File: src/dcache_macros.svh
`ifndef DCACHE_MACROS_SVH
`define DCACHE_MACROS_SVH

// data and address word width
`define DC_WORD_W 32

// sets per way
`define DC_SETS 8

`define DC_IDX_W 3

// address is tag[31:6], index[5:3], block word[2], byte[1:0]
`define DC_TAG_W 26

`endif

File: src/dcache_pkg.sv
`include "dcache_macros.svh"

package dcache_pkg;

        typedef logic [`DC_WORD_W-1:0] word_t;
        typedef logic [`DC_TAG_W-1:0]  tag_t;
        typedef logic [`DC_IDX_W-1:0]  idx_t;

        // controller states
        typedef enum logic [3:0] {
                LOOKUP     = 4'd0,
                WB0        = 4'd1,
                WB1        = 4'd2,
                FILL0      = 4'd3,
                FILL1      = 4'd4,
                FLUSH_SCAN = 4'd5,
                FLUSH_WB0  = 4'd6,
                FLUSH_WB1  = 4'd7,
                FLUSHED    = 4'd8
        } dc_state_e;

endpackage

File: src/dcache_tags.sv
`include "dcache_macros.svh"

module dcache_tags (
        input  logic             CLK,
        input  logic             nRST,
        input  dcache_pkg::idx_t set_idx,
        input  dcache_pkg::tag_t look_tag,
        input  logic             tag_fill,
        input  logic             tag_fill_way,
        input  logic             tag_fill_dirty,
        input  logic             tag_inval,
        input  logic             tag_inval_way,
        input  logic             lru_touch,
        input  logic             lru_way,
        output logic             hit,
        output logic             hit_way,
        output logic             victim_way,
        output logic             victim_dirty,
        output dcache_pkg::tag_t victim_tag,
        output logic [1:0]       way_dirty
);
        import dcache_pkg::*;

        tag_t                      tag_mem [2][`DC_SETS];
        logic [1:0][`DC_SETS-1:0]  valid;
        logic [1:0][`DC_SETS-1:0]  dirty;
        // per set, the least recently used way
        logic [`DC_SETS-1:0]       lru;
        logic [1:0]                way_valid;
        logic [1:0]                way_hit;

        always_comb begin
                for (int w = 0; w < 2; w++) begin
                        way_valid[w] = valid[w][set_idx];
                        way_dirty[w] = dirty[w][set_idx];
                        way_hit[w]   = way_valid[w] && (tag_mem[w][set_idx] == look_tag);
                end
        end

        assign hit     = |way_hit;
        assign hit_way = way_hit[1];

        // empty way first, way 0 before way 1, then lru
        always_comb begin
                if (!way_valid[0]) begin
                        victim_way = 1'b0;
                end else if (!way_valid[1]) begin
                        victim_way = 1'b1;
                end else begin
                        victim_way = lru[set_idx];
                end
        end

        assign victim_dirty = way_dirty[victim_way];
        assign victim_tag   = tag_mem[victim_way][set_idx];

        always_ff @(posedge CLK or negedge nRST) begin
                if (!nRST) begin
                        valid <= '0;
                        dirty <= '0;
                        lru   <= '0;
                end else begin
                        if (tag_inval) begin
                                valid[tag_inval_way][set_idx] <= 1'b0;
                                dirty[tag_inval_way][set_idx] <= 1'b0;
                        end
                        // a store hit comes in as a fill of the hit way
                        if (tag_fill) begin
                                valid[tag_fill_way][set_idx] <= 1'b1;
                                dirty[tag_fill_way][set_idx] <= tag_fill_dirty;
                        end
                        if (lru_touch) begin
                                lru[set_idx] <= ~lru_way;
                        end
                end
        end

        always_ff @(posedge CLK) begin
                if (tag_fill) begin
                        tag_mem[tag_fill_way][set_idx] <= look_tag;
                end
        end

        // a tag lives in at most one way of a set
        a_one_way_hit: assert property (@(posedge CLK) disable iff (!nRST)
                !(way_hit[0] && way_hit[1]));

endmodule

File: src/dcache_data.sv
`include "dcache_macros.svh"

module dcache_data (
        input  logic              CLK,
        input  dcache_pkg::idx_t  set_idx,
        input  logic              data_way,
        input  logic              data_word,
        input  logic              data_wen,
        input  dcache_pkg::word_t data_wdata,
        output dcache_pkg::word_t data_rdata
);
        import dcache_pkg::*;

        // indexed by way, set, block word
        word_t mem [2][`DC_SETS][2];

        // combinational read of the addressed word
        assign data_rdata = mem[data_way][set_idx][data_word];

        always_ff @(posedge CLK) begin
                if (data_wen) begin
                        mem[data_way][set_idx][data_word] <= data_wdata;
                end
        end

endmodule

File: src/dcache_ctrl.sv
`include "dcache_macros.svh"

module dcache_ctrl (
        input  logic              CLK,
        input  logic              nRST,
        input  logic              dmemREN,
        input  logic              dmemWEN,
        input  dcache_pkg::word_t dmemaddr,
        input  dcache_pkg::word_t dmemstore,
        input  logic              halt,
        output logic              dhit,
        output dcache_pkg::word_t dmemload,
        output logic              flushed,
        input  dcache_pkg::word_t dload,
        input  logic              dwait,
        output logic              dREN,
        output logic              dWEN,
        output dcache_pkg::word_t daddr,
        output dcache_pkg::word_t dstore,
        output dcache_pkg::idx_t  set_idx,
        output dcache_pkg::tag_t  look_tag,
        output logic              tag_fill,
        output logic              tag_fill_way,
        output logic              tag_fill_dirty,
        output logic              tag_inval,
        output logic              tag_inval_way,
        output logic              lru_touch,
        output logic              lru_way,
        input  logic              hit,
        input  logic              hit_way,
        input  logic              victim_way,
        input  logic              victim_dirty,
        input  dcache_pkg::tag_t  victim_tag,
        input  logic [1:0]        way_dirty,
        output logic              data_way,
        output logic              data_word,
        output logic              data_wen,
        output dcache_pkg::word_t data_wdata,
        input  dcache_pkg::word_t data_rdata
);
        import dcache_pkg::*;

        dc_state_e state;
        dc_state_e next_state;
        idx_t      flush_idx;
        idx_t      next_flush_idx;
        logic      vway;
        logic      next_vway;
        tag_t      vtag;
        tag_t      next_vtag;
        tag_t      req_tag;
        idx_t      req_idx;
        logic      req_word;
        logic      req;
        logic      in_flush;
        logic      in_fill;

        assign req_tag  = dmemaddr[`DC_WORD_W-1 -: `DC_TAG_W];
        assign req_idx  = dmemaddr[3 +: `DC_IDX_W];
        assign req_word = dmemaddr[2];
        assign req      = dmemREN | dmemWEN;

        assign in_flush = (state == FLUSH_SCAN) || (state == FLUSH_WB0) ||
                          (state == FLUSH_WB1) || (state == FLUSHED);
        assign in_fill  = (state == FILL0) || (state == FILL1);

        assign set_idx  = in_flush ? flush_idx : req_idx;
        // inverted so the victim way can never match during a flush
        assign look_tag = in_flush ? ~victim_tag : req_tag;

        // write-backs use the latched victim tag, fills the request tag
        assign daddr    = {(in_fill ? req_tag : vtag), set_idx, data_word, 2'b00};
        assign dstore   = data_rdata;
        assign dmemload = data_rdata;
        assign flushed  = (state == FLUSHED);

        always_ff @(posedge CLK or negedge nRST) begin
                if (!nRST) begin
                        state     <= LOOKUP;
                        flush_idx <= '0;
                        vway      <= 1'b0;
                end else begin
                        state     <= next_state;
                        flush_idx <= next_flush_idx;
                        vway      <= next_vway;
                end
        end

        always_ff @(posedge CLK) begin
                vtag <= next_vtag;
        end

        always_comb begin
                next_state     = state;
                next_flush_idx = flush_idx;
                next_vway      = vway;
                next_vtag      = vtag;
                dhit           = 1'b0;
                dREN           = 1'b0;
                dWEN           = 1'b0;
                tag_fill       = 1'b0;
                tag_fill_way   = vway;
                tag_fill_dirty = 1'b0;
                tag_inval      = 1'b0;
                tag_inval_way  = vway;
                lru_touch      = 1'b0;
                lru_way        = hit_way;
                data_way       = vway;
                data_word      = 1'b0;
                data_wen       = 1'b0;
                data_wdata     = dload;

                unique case (state)
                LOOKUP: begin
                        data_way   = hit_way;
                        data_word  = req_word;
                        data_wdata = dmemstore;
                        if (halt) begin
                                next_flush_idx = '0;
                                next_state     = FLUSH_SCAN;
                        end else if (req && hit) begin
                                dhit      = 1'b1;
                                lru_touch = 1'b1;
                                if (dmemWEN) begin
                                        data_wen       = 1'b1;
                                        tag_fill       = 1'b1;
                                        tag_fill_way   = hit_way;
                                        tag_fill_dirty = 1'b1;
                                end
                        end else if (req) begin
                                next_vway  = victim_way;
                                next_vtag  = victim_tag;
                                next_state = victim_dirty ? WB0 : FILL0;
                        end
                end
                WB0, FLUSH_WB0: begin
                        dWEN = 1'b1;
                        if (!dwait) begin
                                next_state = (state == WB0) ? WB1 : FLUSH_WB1;
                        end
                end
                WB1, FLUSH_WB1: begin
                        data_word = 1'b1;
                        dWEN      = 1'b1;
                        if (!dwait) begin
                                tag_inval  = 1'b1;
                                next_state = (state == WB1) ? FILL0 : FLUSH_SCAN;
                        end
                end
                FILL0, FILL1: begin
                        data_word = (state == FILL1);
                        dREN      = 1'b1;
                        // store miss merges its word as the block arrives
                        if (dmemWEN && (req_word == data_word)) begin
                                data_wdata = dmemstore;
                        end
                        if (!dwait) begin
                                data_wen = 1'b1;
                                if (state == FILL1) begin
                                        tag_fill       = 1'b1;
                                        tag_fill_dirty = dmemWEN;
                                        next_state     = LOOKUP;
                                end else begin
                                        next_state = FILL1;
                                end
                        end
                end
                FLUSH_SCAN: begin
                        if (victim_dirty) begin
                                next_vway  = victim_way;
                                next_vtag  = victim_tag;
                                next_state = FLUSH_WB0;
                        end else if (|way_dirty) begin
                                // claim the clean way, lru then picks the dirty one
                                tag_fill     = 1'b1;
                                tag_fill_way = victim_way;
                                lru_touch    = 1'b1;
                                lru_way      = victim_way;
                        end else if (flush_idx == idx_t'(`DC_SETS - 1)) begin
                                next_state = FLUSHED;
                        end else begin
                                next_flush_idx = flush_idx + 1'b1;
                        end
                end
                FLUSHED: begin
                        // held until reset
                        next_state = FLUSHED;
                end
                endcase
        end

        a_one_strobe: assert property (@(posedge CLK) disable iff (!nRST)
                !(dREN && dWEN));

        // a hit answers exactly one kind of request
        a_hit_needs_req: assert property (@(posedge CLK) disable iff (!nRST)
                (state == LOOKUP && dhit) |-> (req && !(dmemREN && dmemWEN)));

endmodule

File: src/dcache.sv
`include "dcache_macros.svh"

module dcache (
        input  logic              CLK,
        input  logic              nRST,
        input  logic              dmemREN,
        input  logic              dmemWEN,
        input  dcache_pkg::word_t dmemaddr,
        input  dcache_pkg::word_t dmemstore,
        input  logic              halt,
        input  dcache_pkg::word_t dload,
        input  logic              dwait,
        output logic              dhit,
        output dcache_pkg::word_t dmemload,
        output logic              flushed,
        output logic              dREN,
        output logic              dWEN,
        output dcache_pkg::word_t daddr,
        output dcache_pkg::word_t dstore
);

        logic [`DC_IDX_W-1:0]  set_idx;
        logic [`DC_TAG_W-1:0]  look_tag;
        logic [`DC_TAG_W-1:0]  victim_tag;
        logic                  tag_fill;
        logic                  tag_fill_way;
        logic                  tag_fill_dirty;
        logic                  tag_inval;
        logic                  tag_inval_way;
        logic                  lru_touch;
        logic                  lru_way;
        logic                  hit;
        logic                  hit_way;
        logic                  victim_way;
        logic                  victim_dirty;
        logic [1:0]            way_dirty;
        logic                  data_way;
        logic                  data_word;
        logic                  data_wen;
        logic [`DC_WORD_W-1:0] data_wdata;
        logic [`DC_WORD_W-1:0] data_rdata;

        dcache_ctrl u_ctrl (
                .CLK            (CLK),
                .nRST           (nRST),
                .dmemREN        (dmemREN),
                .dmemWEN        (dmemWEN),
                .dmemaddr       (dmemaddr),
                .dmemstore      (dmemstore),
                .halt           (halt),
                .dhit           (dhit),
                .dmemload       (dmemload),
                .flushed        (flushed),
                .dload          (dload),
                .dwait          (dwait),
                .dREN           (dREN),
                .dWEN           (dWEN),
                .daddr          (daddr),
                .dstore         (dstore),
                .set_idx        (set_idx),
                .look_tag       (look_tag),
                .tag_fill       (tag_fill),
                .tag_fill_way   (tag_fill_way),
                .tag_fill_dirty (tag_fill_dirty),
                .tag_inval      (tag_inval),
                .tag_inval_way  (tag_inval_way),
                .lru_touch      (lru_touch),
                .lru_way        (lru_way),
                .hit            (hit),
                .hit_way        (hit_way),
                .victim_way     (victim_way),
                .victim_dirty   (victim_dirty),
                .victim_tag     (victim_tag),
                .way_dirty      (way_dirty),
                .data_way       (data_way),
                .data_word      (data_word),
                .data_wen       (data_wen),
                .data_wdata     (data_wdata),
                .data_rdata     (data_rdata)
        );

        dcache_tags u_tags (
                .CLK            (CLK),
                .nRST           (nRST),
                .set_idx        (set_idx),
                .look_tag       (look_tag),
                .tag_fill       (tag_fill),
                .tag_fill_way   (tag_fill_way),
                .tag_fill_dirty (tag_fill_dirty),
                .tag_inval      (tag_inval),
                .tag_inval_way  (tag_inval_way),
                .lru_touch      (lru_touch),
                .lru_way        (lru_way),
                .hit            (hit),
                .hit_way        (hit_way),
                .victim_way     (victim_way),
                .victim_dirty   (victim_dirty),
                .victim_tag     (victim_tag),
                .way_dirty      (way_dirty)
        );

        dcache_data u_data (
                .CLK        (CLK),
                .set_idx    (set_idx),
                .data_way   (data_way),
                .data_word  (data_word),
                .data_wen   (data_wen),
                .data_wdata (data_wdata),
                .data_rdata (data_rdata)
        );

endmodule

File: config.mk
export PLATFORM = sky130hd
export DESIGN_NAME = dcache
export DESIGN_NICKNAME = d
export VERILOG_FILES = /design/src/dcache_pkg.sv /design/src/dcache_tags.sv /design/src/dcache_data.sv /design/src/dcache_ctrl.sv /design/src/dcache.sv
export VERILOG_INCLUDE_DIRS = /design/src /design/src/src
export SDC_FILE = /design/constraint.sdc
export NUM_CORES = 2
export LEC_CHECK = 0
export BUFFER_PORTS_ARGS = -buffer_cell sky130_fd_sc_hd__buf_4
export CAP_MARGIN = 20
export CORE_MARGIN = 3
export CORE_UTILIZATION = 55
export DETAILED_ROUTE_END_ITERATION = 10
export PLACE_DENSITY = 0.7
export SETUP_SLACK_MARGIN = 0.4
export SYNTH_ARGS = -nofsm -noshare
export SYNTH_HDL_FRONTEND = slang
export SYNTH_SLANG_ARGS = --single-unit
export TNS_END_PERCENT = 30
File: constraint.sdc
create_clock -name CLK -period 10.1 [get_ports CLK]
set_input_delay 1.01 -clock CLK [delete_from_list [all_inputs] [get_ports CLK]]
set_output_delay 1.01 -clock CLK [all_outputs]
set_load 0.01 [all_outputs]
### After elaboration in Yosys (flattened, before gate mapping)

Memory sizes are Yosys's and may differ from the RTL's.
Cells that the tools add are included.

| word-level totals | value |
|---|---|
| register bits after elaboration | 74 |
| bits in writable memories | 1440 |
| input port bits | 102 |
| output and inout bits | 100 |
| word-level logic and storage cells | 199 |
| memories kept | 2 |

| operators by class | value |
|---|---|
| $add $sub $neg | 1 |
| magnitude comparators | 11 |
| equal/unequal tests | 27 |
| muxes and demuxes | 116 |
| bitwise gates (word level) | 9 |
| reductions and logical operators | 24 |

Memory list:

| name | depth | width | read ports | clocked after Yosys merged registers in | wr ports | line | text |
|---|---|---|---|---|---|---|---|
| u_data.mem | 2 | 512 | 1 | 0 | 1 | dcache_data.sv:15 | `` word_t mem [2][`DC_SETS][2]; `` |
| u_tags.tag_mem | 2 | 208 | 3 | 0 | 1 | dcache_tags.sv:24 | `` tag_t tag_mem [2][`DC_SETS]; `` |

Operators by type and width:

| operator | number |
|---|---|
| 512-bit two-way mux | 1 |
| 26-bit two-way mux | 13 |
| 26-bit binary-select mux with 3-bit select | 3 |
| 208-bit two-way mux | 1 |
| 64-bit binary-select mux with 3-bit select | 1 |
| 64-bit demux with 3-bit select | 1 |
| 64-bit two-way mux | 3 |
| 32-bit two-way mux | 5 |
| 26-bit demux with 3-bit select | 1 |
| 16-bit two-way mux | 4 |
| 32-bit one-hot mux with 2 select lines | 1 |
| 26-bit equality test | 2 |
| 26-bit one-hot mux with 2 select lines | 1 |
| 1-bit two-way mux | 41 |
| 4-bit two-way mux | 9 |
| 16-bit AND | 2 |
| 32-bit demux with 1-bit select | 1 |
| 26-bit inverter | 1 |
| 3-bit two-way mux | 8 |
| 4-bit one-hot mux with 6 select lines | 1 |
| 2-bit != test (second input constant) | 9 |
| 16-bit bitwise mux | 1 |
| 8-bit demux with 1-bit select | 2 |
| 4-bit by 3-bit equality test with 1-bit output (second input constant) | 4 |
| 39 further kinds | 72 |

### Depth between registers and ports, before layout

An unclocked memory read counts as a cell.

| logic depth | value |
|---|---|
| depth in word-level cells | 28 |
| depth in mapped cells | 28 |
| gate-level depth less buffers | 18 |

### Modules after synthesis

Synthesis repeated with hierarchy kept, for this count alone.

| second synthesis, totals | value |
|---|---|
| cell total of the unflattened synthesis | 3530 |
| area total of the unflattened synthesis | 63572.2 um^2 |

By module, submodules not included:

| module | instances | cells each | area an instance (um^2) | sequential area each (um^2) |
|---|---|---|---|---|
| dcache_data | 1 | 1862 | 39068.7 | 30749.5 |
| dcache_tags | 1 | 1344 | 21227.9 | 13492.9 |
| dcache_ctrl | 1 | 324 | 3275.6 | 980.9 |

### Least setup slack after synthesis

No wires, ideal clock.

| timing path | value |
|---|---|
| path kind | input -> register |
| start | in dmemaddr[3] |
| end | reg u_ctrl.vway (netlist: u_ctrl.tag_inval_way) |
| setup time | 129 ps |
| arrival time | 7550 ps |
| data required time | 9971 ps |
| slack | 2421 ps |
| stages | 19 |
| buffers on the path | 4 |
| cells stage by stage | clkbuf_1 -> a221o_1 -> a22oi_4 -> mux2i_1 -> mux2_2 -> a221oi_4 -> buf_4 -> buf_4 -> buf_2 -> mux2i_1 -> o22ai_1 -> nor4_1 -> xnor2_1 -> nor3_1 -> a31o_2 -> a2bb2oi_1 -> inv_1 -> o21ai_0 -> mux2_2 |

| on the way | value |
|---|---|
| longest elaborated chain between the ends | 17 |
| elaborated cells on any way between the ends | 42 |
| classes of those cells | eq/ne: 4; mux: 30; bitwise: 2; reduce/logical: 5; memory: 1 |

Ends and longest elaborated chain:

| item | line | text |
|---|---|---|
| start: declaration | dcache.sv:8 | `input dcache_pkg::word_t dmemaddr,` |
| 3-bit two-way mux * | dcache_ctrl.sv:67 | `assign set_idx = in_flush ? flush_idx : req_idx;` |
| 1-bit binary-select mux with 3-bit select (on tied branches) | dcache_tags.sv:50, dcache_tags.sv:34 |  |
| 1-bit two-way mux (on tied branches) | dcache_tags.sv:50, dcache_tags.sv:34 |  |
| 1-bit two-way mux | dcache_tags.sv:47 | `end else if (!way_valid[1]) begin` |
| 1-bit two-way mux | dcache_tags.sv:45 | `if (!way_valid[0]) begin` |
| memory read 2 x 208 bit | n/a |  |
| 26-bit binary-select mux with 3-bit select | dcache_tags.sv:55 | `assign victim_tag = tag_mem[victim_way][set_idx];` |
| 26-bit two-way mux (not written as such) (2 in a row) | dcache_tags.sv:55 |  |
| 26-bit inverter | dcache_ctrl.sv:69 | `assign look_tag = in_flush ? ~victim_tag : req_tag;` |
| 26-bit two-way mux | dcache_ctrl.sv:69 |  |
| 26-bit equality test | dcache_tags.sv:36 | `way_hit[w] = way_valid[w] && (tag_mem[w][set_idx] == look_tag);` |
| 1-bit logical AND | dcache_tags.sv:36 |  |
| 2-bit OR reduction | dcache_tags.sv:40 | `assign hit = \|way_hit;` |
| 1-bit logical AND | dcache_ctrl.sv:121 | `end else if (req && hit) begin` |
| 2-bit != test (no line) | n/a |  |
| 5-bit AND reduction (no line) | n/a |  |
| end signal: assignment | dcache_ctrl.sv:85 | `vway <= next_vway;` |
| end: declaration | dcache_ctrl.sv:47 | `logic vway;` |

Mark *: on every way between the ends. The rest lies on a longest branch, timed or not. The select of a mux whose other input is x is not followed.
A chain may end at the register's enable or synchronous reset.

### Worst setup path in the final report

| timing path | value |
|---|---|
| start | reg u_ctrl.state[1] |
| end | out dstore[23] |

| on the way | value |
|---|---|
| longest elaborated chain between the ends | 25 |
| elaborated cells on any way between the ends | 44 |
| classes of those cells | eq/ne: 8; mux: 24; bitwise: 3; reduce/logical: 7; memory: 2 |

Ends and longest elaborated chain:

| item | line | text |
|---|---|---|
| start: declaration | dcache_ctrl.sv:43 | `dc_state_e state;` |
| start signal: assignment | dcache_ctrl.sv:83 | `state <= next_state;` |
| 4-bit by 3-bit equality test with 1-bit output | dcache_ctrl.sv:63 | `assign in_flush = (state == FLUSH_SCAN) \|\| (state == FLUSH_WB0) \|\|` |
| 1-bit logical OR (2 in a row) | dcache_ctrl.sv:63 |  |
| 1-bit logical OR | dcache_ctrl.sv:64 | `(state == FLUSH_WB1) \|\| (state == FLUSHED);` |
| 3-bit two-way mux | dcache_ctrl.sv:67 |  |
| 1-bit binary-select mux with 3-bit select (on tied branches) | dcache_tags.sv:50, dcache_tags.sv:34 |  |
| 1-bit two-way mux (on tied branches) | dcache_tags.sv:50, dcache_tags.sv:34 |  |
| 1-bit two-way mux | dcache_tags.sv:47 |  |
| 1-bit two-way mux | dcache_tags.sv:45 |  |
| (+5 left out) | n/a |  |
| 26-bit two-way mux | dcache_ctrl.sv:69 |  |
| 26-bit equality test | dcache_tags.sv:36 |  |
| 1-bit logical AND | dcache_tags.sv:36 |  |
| 1-bit two-way mux | dcache_ctrl.sv:113 | `unique case (state)` |
| memory read 2 x 512 bit | n/a |  |
| 64-bit binary-select mux with 3-bit select | dcache_data.sv:18 | `assign data_rdata = mem[data_way][set_idx][data_word];` |
| 64-bit two-way mux (not written as such) (2 in a row) | dcache_data.sv:18 |  |
| 32-bit two-way mux (not written as such) * (3 in a row) | dcache_data.sv:18 |  |
| end: declaration | dcache.sv:19 | `output dcache_pkg::word_t dstore` |

Marked as above.

==> metrics.md <==
| Metric | Value |
|---|---|
| Final nets | 4813 |
| Wire length per cell | 33.08 um |
| HPWL after DPL | 117.7 mm |
| Setup TNS | 0 ns |
| Seq cells post-synth | 1514 |
| Asr flop ratio synth | 3.170% |
| WL final | 209.7 mm |
| Area of the core | 115300 um2 |
| Global-route wire length before repair | 297.8 mm |
| Clock transition at path regs | 0.05 ns |
| Share of cells above drive strength 1 | 17.72% |
| Synth Area per Inst | 14.25 um2 |
| Global route overflow | 0 |
| PortBufs | 197 |
| CTS tree | yes |
| Seq/Total Area, Yosys | 70.30% |
| Longest Clk Path Bufs | 3 |
| Final core utilization | 63.80% |
| Post-synth top area share | 68.43% |
| I/O pin count | 202 |
| Root buffer cell | clkbuf_16 |
| Hold slack | 0.2597 ns |
| Vias post-DR | 44.45k |
| Clock insertion delay at the later pin of the skew report | 0.80 ns |
| Slew headroom | 19.48% |
| Cells after Synth | 4516 |
| Critical path fanouts, max | 58 |
| DRC errors left | 0 |
| CP max-delay cell | dfrtp_1 |
| Worst-Margin Slew | 1.208 ns |
| Status | complete, no violations |
| Hold Path Class | input port to asynchronous set/reset pin |
| Maxcap violations | 0 |
| Starting DRT DRC Count | 6928 |
| Worst EP required | 9.09 ns |
| Final clock skew | 0.03273 ns |
| Post-synth EDFFs | 1466 |
| Synth unique cells | 90 |
| Layout area overhead | 14.32% |
| Area of the die | 121100 um2 |
| Worst path max stage delay | 0.58 ns |
| GRT Total Usage | 34.15% |
| Vias per cell | 7.011 |
| Synth top cells by count | edfxtp_1, nand2_1, mux2i_1 |
| Cell Area, Synth | 64330 um2 |
| Top cells by area, synth | edfxtp_1, mux2i_1, nand2_1, a22oi_1, mux2_2 |
| Synth area leader | edfxtp_1 |
| Tmin final | 9.418 ns |
| Die width | 348.0 um |
| Fin. max-slew vios | 0 |
| Ys flop type | edfxtp_1 |
| Vias in the first global route | 42.66k |
| RSZ-0062 raised after global routing | no |
| Die H | 348.0 um |
| Period utilisation layout | 93.24% |
| Most numerous cell in the Yosys netlist | edfxtp_1 |
| Fmax | 106.2 MHz |
| Antenna Nets Post-Route | 0 |
| Hold_buf cts | 0 |
| Num rows | 124 |
| Yosys Warn Count | 0 |
| CP Launch Type | register |
| Antenna violations before repair | 2 |
| CTS Buf Count | 155 |
| Crit end category | output port |
| Sink Count | 1514 |
| Fillers | 8232 |
| Crit path kind | register to output port |
| Final hold viol count | 0 |
| Crit-path cells | or2_2 > mux2_2 > a22oi_4 > inv_8 > nand2_1 > o22a_1 > a221oi_4 > buf_12 > mux2_2 > a31oi_1 > a22o_1 > nor4_1 > and4_2 > nor2_4 > buf_12 > buf_4 > nand2_1 > a21oi_1 > o21bai_1 > a211oi_1 > buf_4 |
| TritonRoute pass-1 iters | 8 |
| RePlAce Congestion | 0.9266 |
| WP data arrival | 8.41 ns |
| Largest net degree at the start of global routing | 91 |
| Final setup vio count | 0 |
| Initial Utilization | 55.81% |
| # H-tree levels | 4 |
[final timing paths]
| check | start | to | slack [ns] | cells past startpoint |
|---|---|---|---|---|
| hold reg to reg | u_tags.dirty[15] | u_tags.dirty[15] | 0.51 | 2 |
| max in group asynchronous | nRST | u_ctrl.state[3] | 9.39 | 1 |
| min in group CLK | u_tags.dirty[15] | u_tags.dirty[15] | 0.51 | 2 |
| setup reg to reg | u_ctrl.state[1] | u_data.mem[1][20] | 1.71 | 20 |
| setup / recovery | u_ctrl.state[1] | dstore[23] | 0.68 | 21 |
| hold / removal | nRST | u_ctrl.state[1] | 0.26 | 1 |
[sequential cells by signal, indices dropped and copies added, names as in the netlist]
register and flops:
u_tags.dirty 16, u_tags.tag_mem 416, u_ctrl.vtag 26, u_ctrl.flush_idx 3
u_data.mem 1024, u_tags.valid 16, u_ctrl.state 4, u_ctrl.tag_inval_way 1
u_tags.lru 8
[cell families after synthesis]
kind of cell / after synthesis / synth area share, %
AND/OR/NAND/NOR: 1042 / 7.519
XOR/XNOR: 49 / 0.6671
adder cells (fa/ha/maj): 2 / 0.03889
flip-flops: 1514 / 70.30
multiplexers: 406 / 6.556
buffers and inverters: 419 / 2.878
other: 1 / 0.005829
AO/OA/AOI/OAI: 1083 / 12.04
[critical path: cells and delay by family (launching register included)]
family          cells  cell delay [ns]
buf+inv             5             1.80
flops               1             0.58
compound gates      8             2.39
mux                 2             0.72
simple gates        6             1.93
[routing by layer]
| layer | track usage, % | wire length (um) |
|---|---|---|
| met1 | 45.50 | 74780 |
| met2 | 53.25 | 96190 |
| met4 | 19.27 | 12650 |
| met5 | 0 | 17 |
| met3 | 6.583 | 26100 |
[through the flow]
step | area (um2) | worst slack [ns] | cells
finish | 73550 | 0.6823 | 6340
global route | 73540 | 0.5011 | 6337
CTS | 73510 | 0.5525 | 6334
detailed placement | 68530 | 1.282 | 6061
global placement | 68530 | 1.273 | 6061
floorplan | 64340 | 2.421 | 4517
[timing repair]
item,4_1_cts,5_1_grt
gates resized for setup,0,5
endpoints found under the setup margin,0,48
buffers inserted,0,3
[final cells by class]
| cell class | instances | area, um2 | area share (%) |
|---|---|---|---|
| diodes | 3 | 7.507 | 0.01021 |
| clock buffers | 193 | 4084 | 5.553 |
| clock inverters | 80 | 897.1 | 1.220 |
| inverters | 62 | 245.2 | 0.3334 |
| multi-input cells | 2584 | 17840 | 24.26 |
| flip-flops and latches | 1514 | 45230 | 61.49 |
| well taps | 1512 | 1892 | 2.572 |
| repair buffers | 392 | 3356 | 4.563 |
[placed cells by master, fill, tap and decap left out, types with 46 or more instances in the layout]
master / count
inv_1: 58
nand3_1: 155
o221ai_1: 53
mux2i_1: 285
o21ai_0: 141
a31oi_1: 54
a22oi_1: 245
a211oi_1: 57
nor2_4: 46
o22ai_1: 140
buf_4: 359
mux2_2: 119
a221oi_1: 56
a21oi_1: 110
a22o_1: 52
dfrtp_1: 46
nor3_1: 63
edfxtp_1: 1466
clkbuf_16: 157
nand2_1: 535
Power is not shown: default switching activity piles up to over one toggle a cycle in this logic, so the estimate is an artifact.
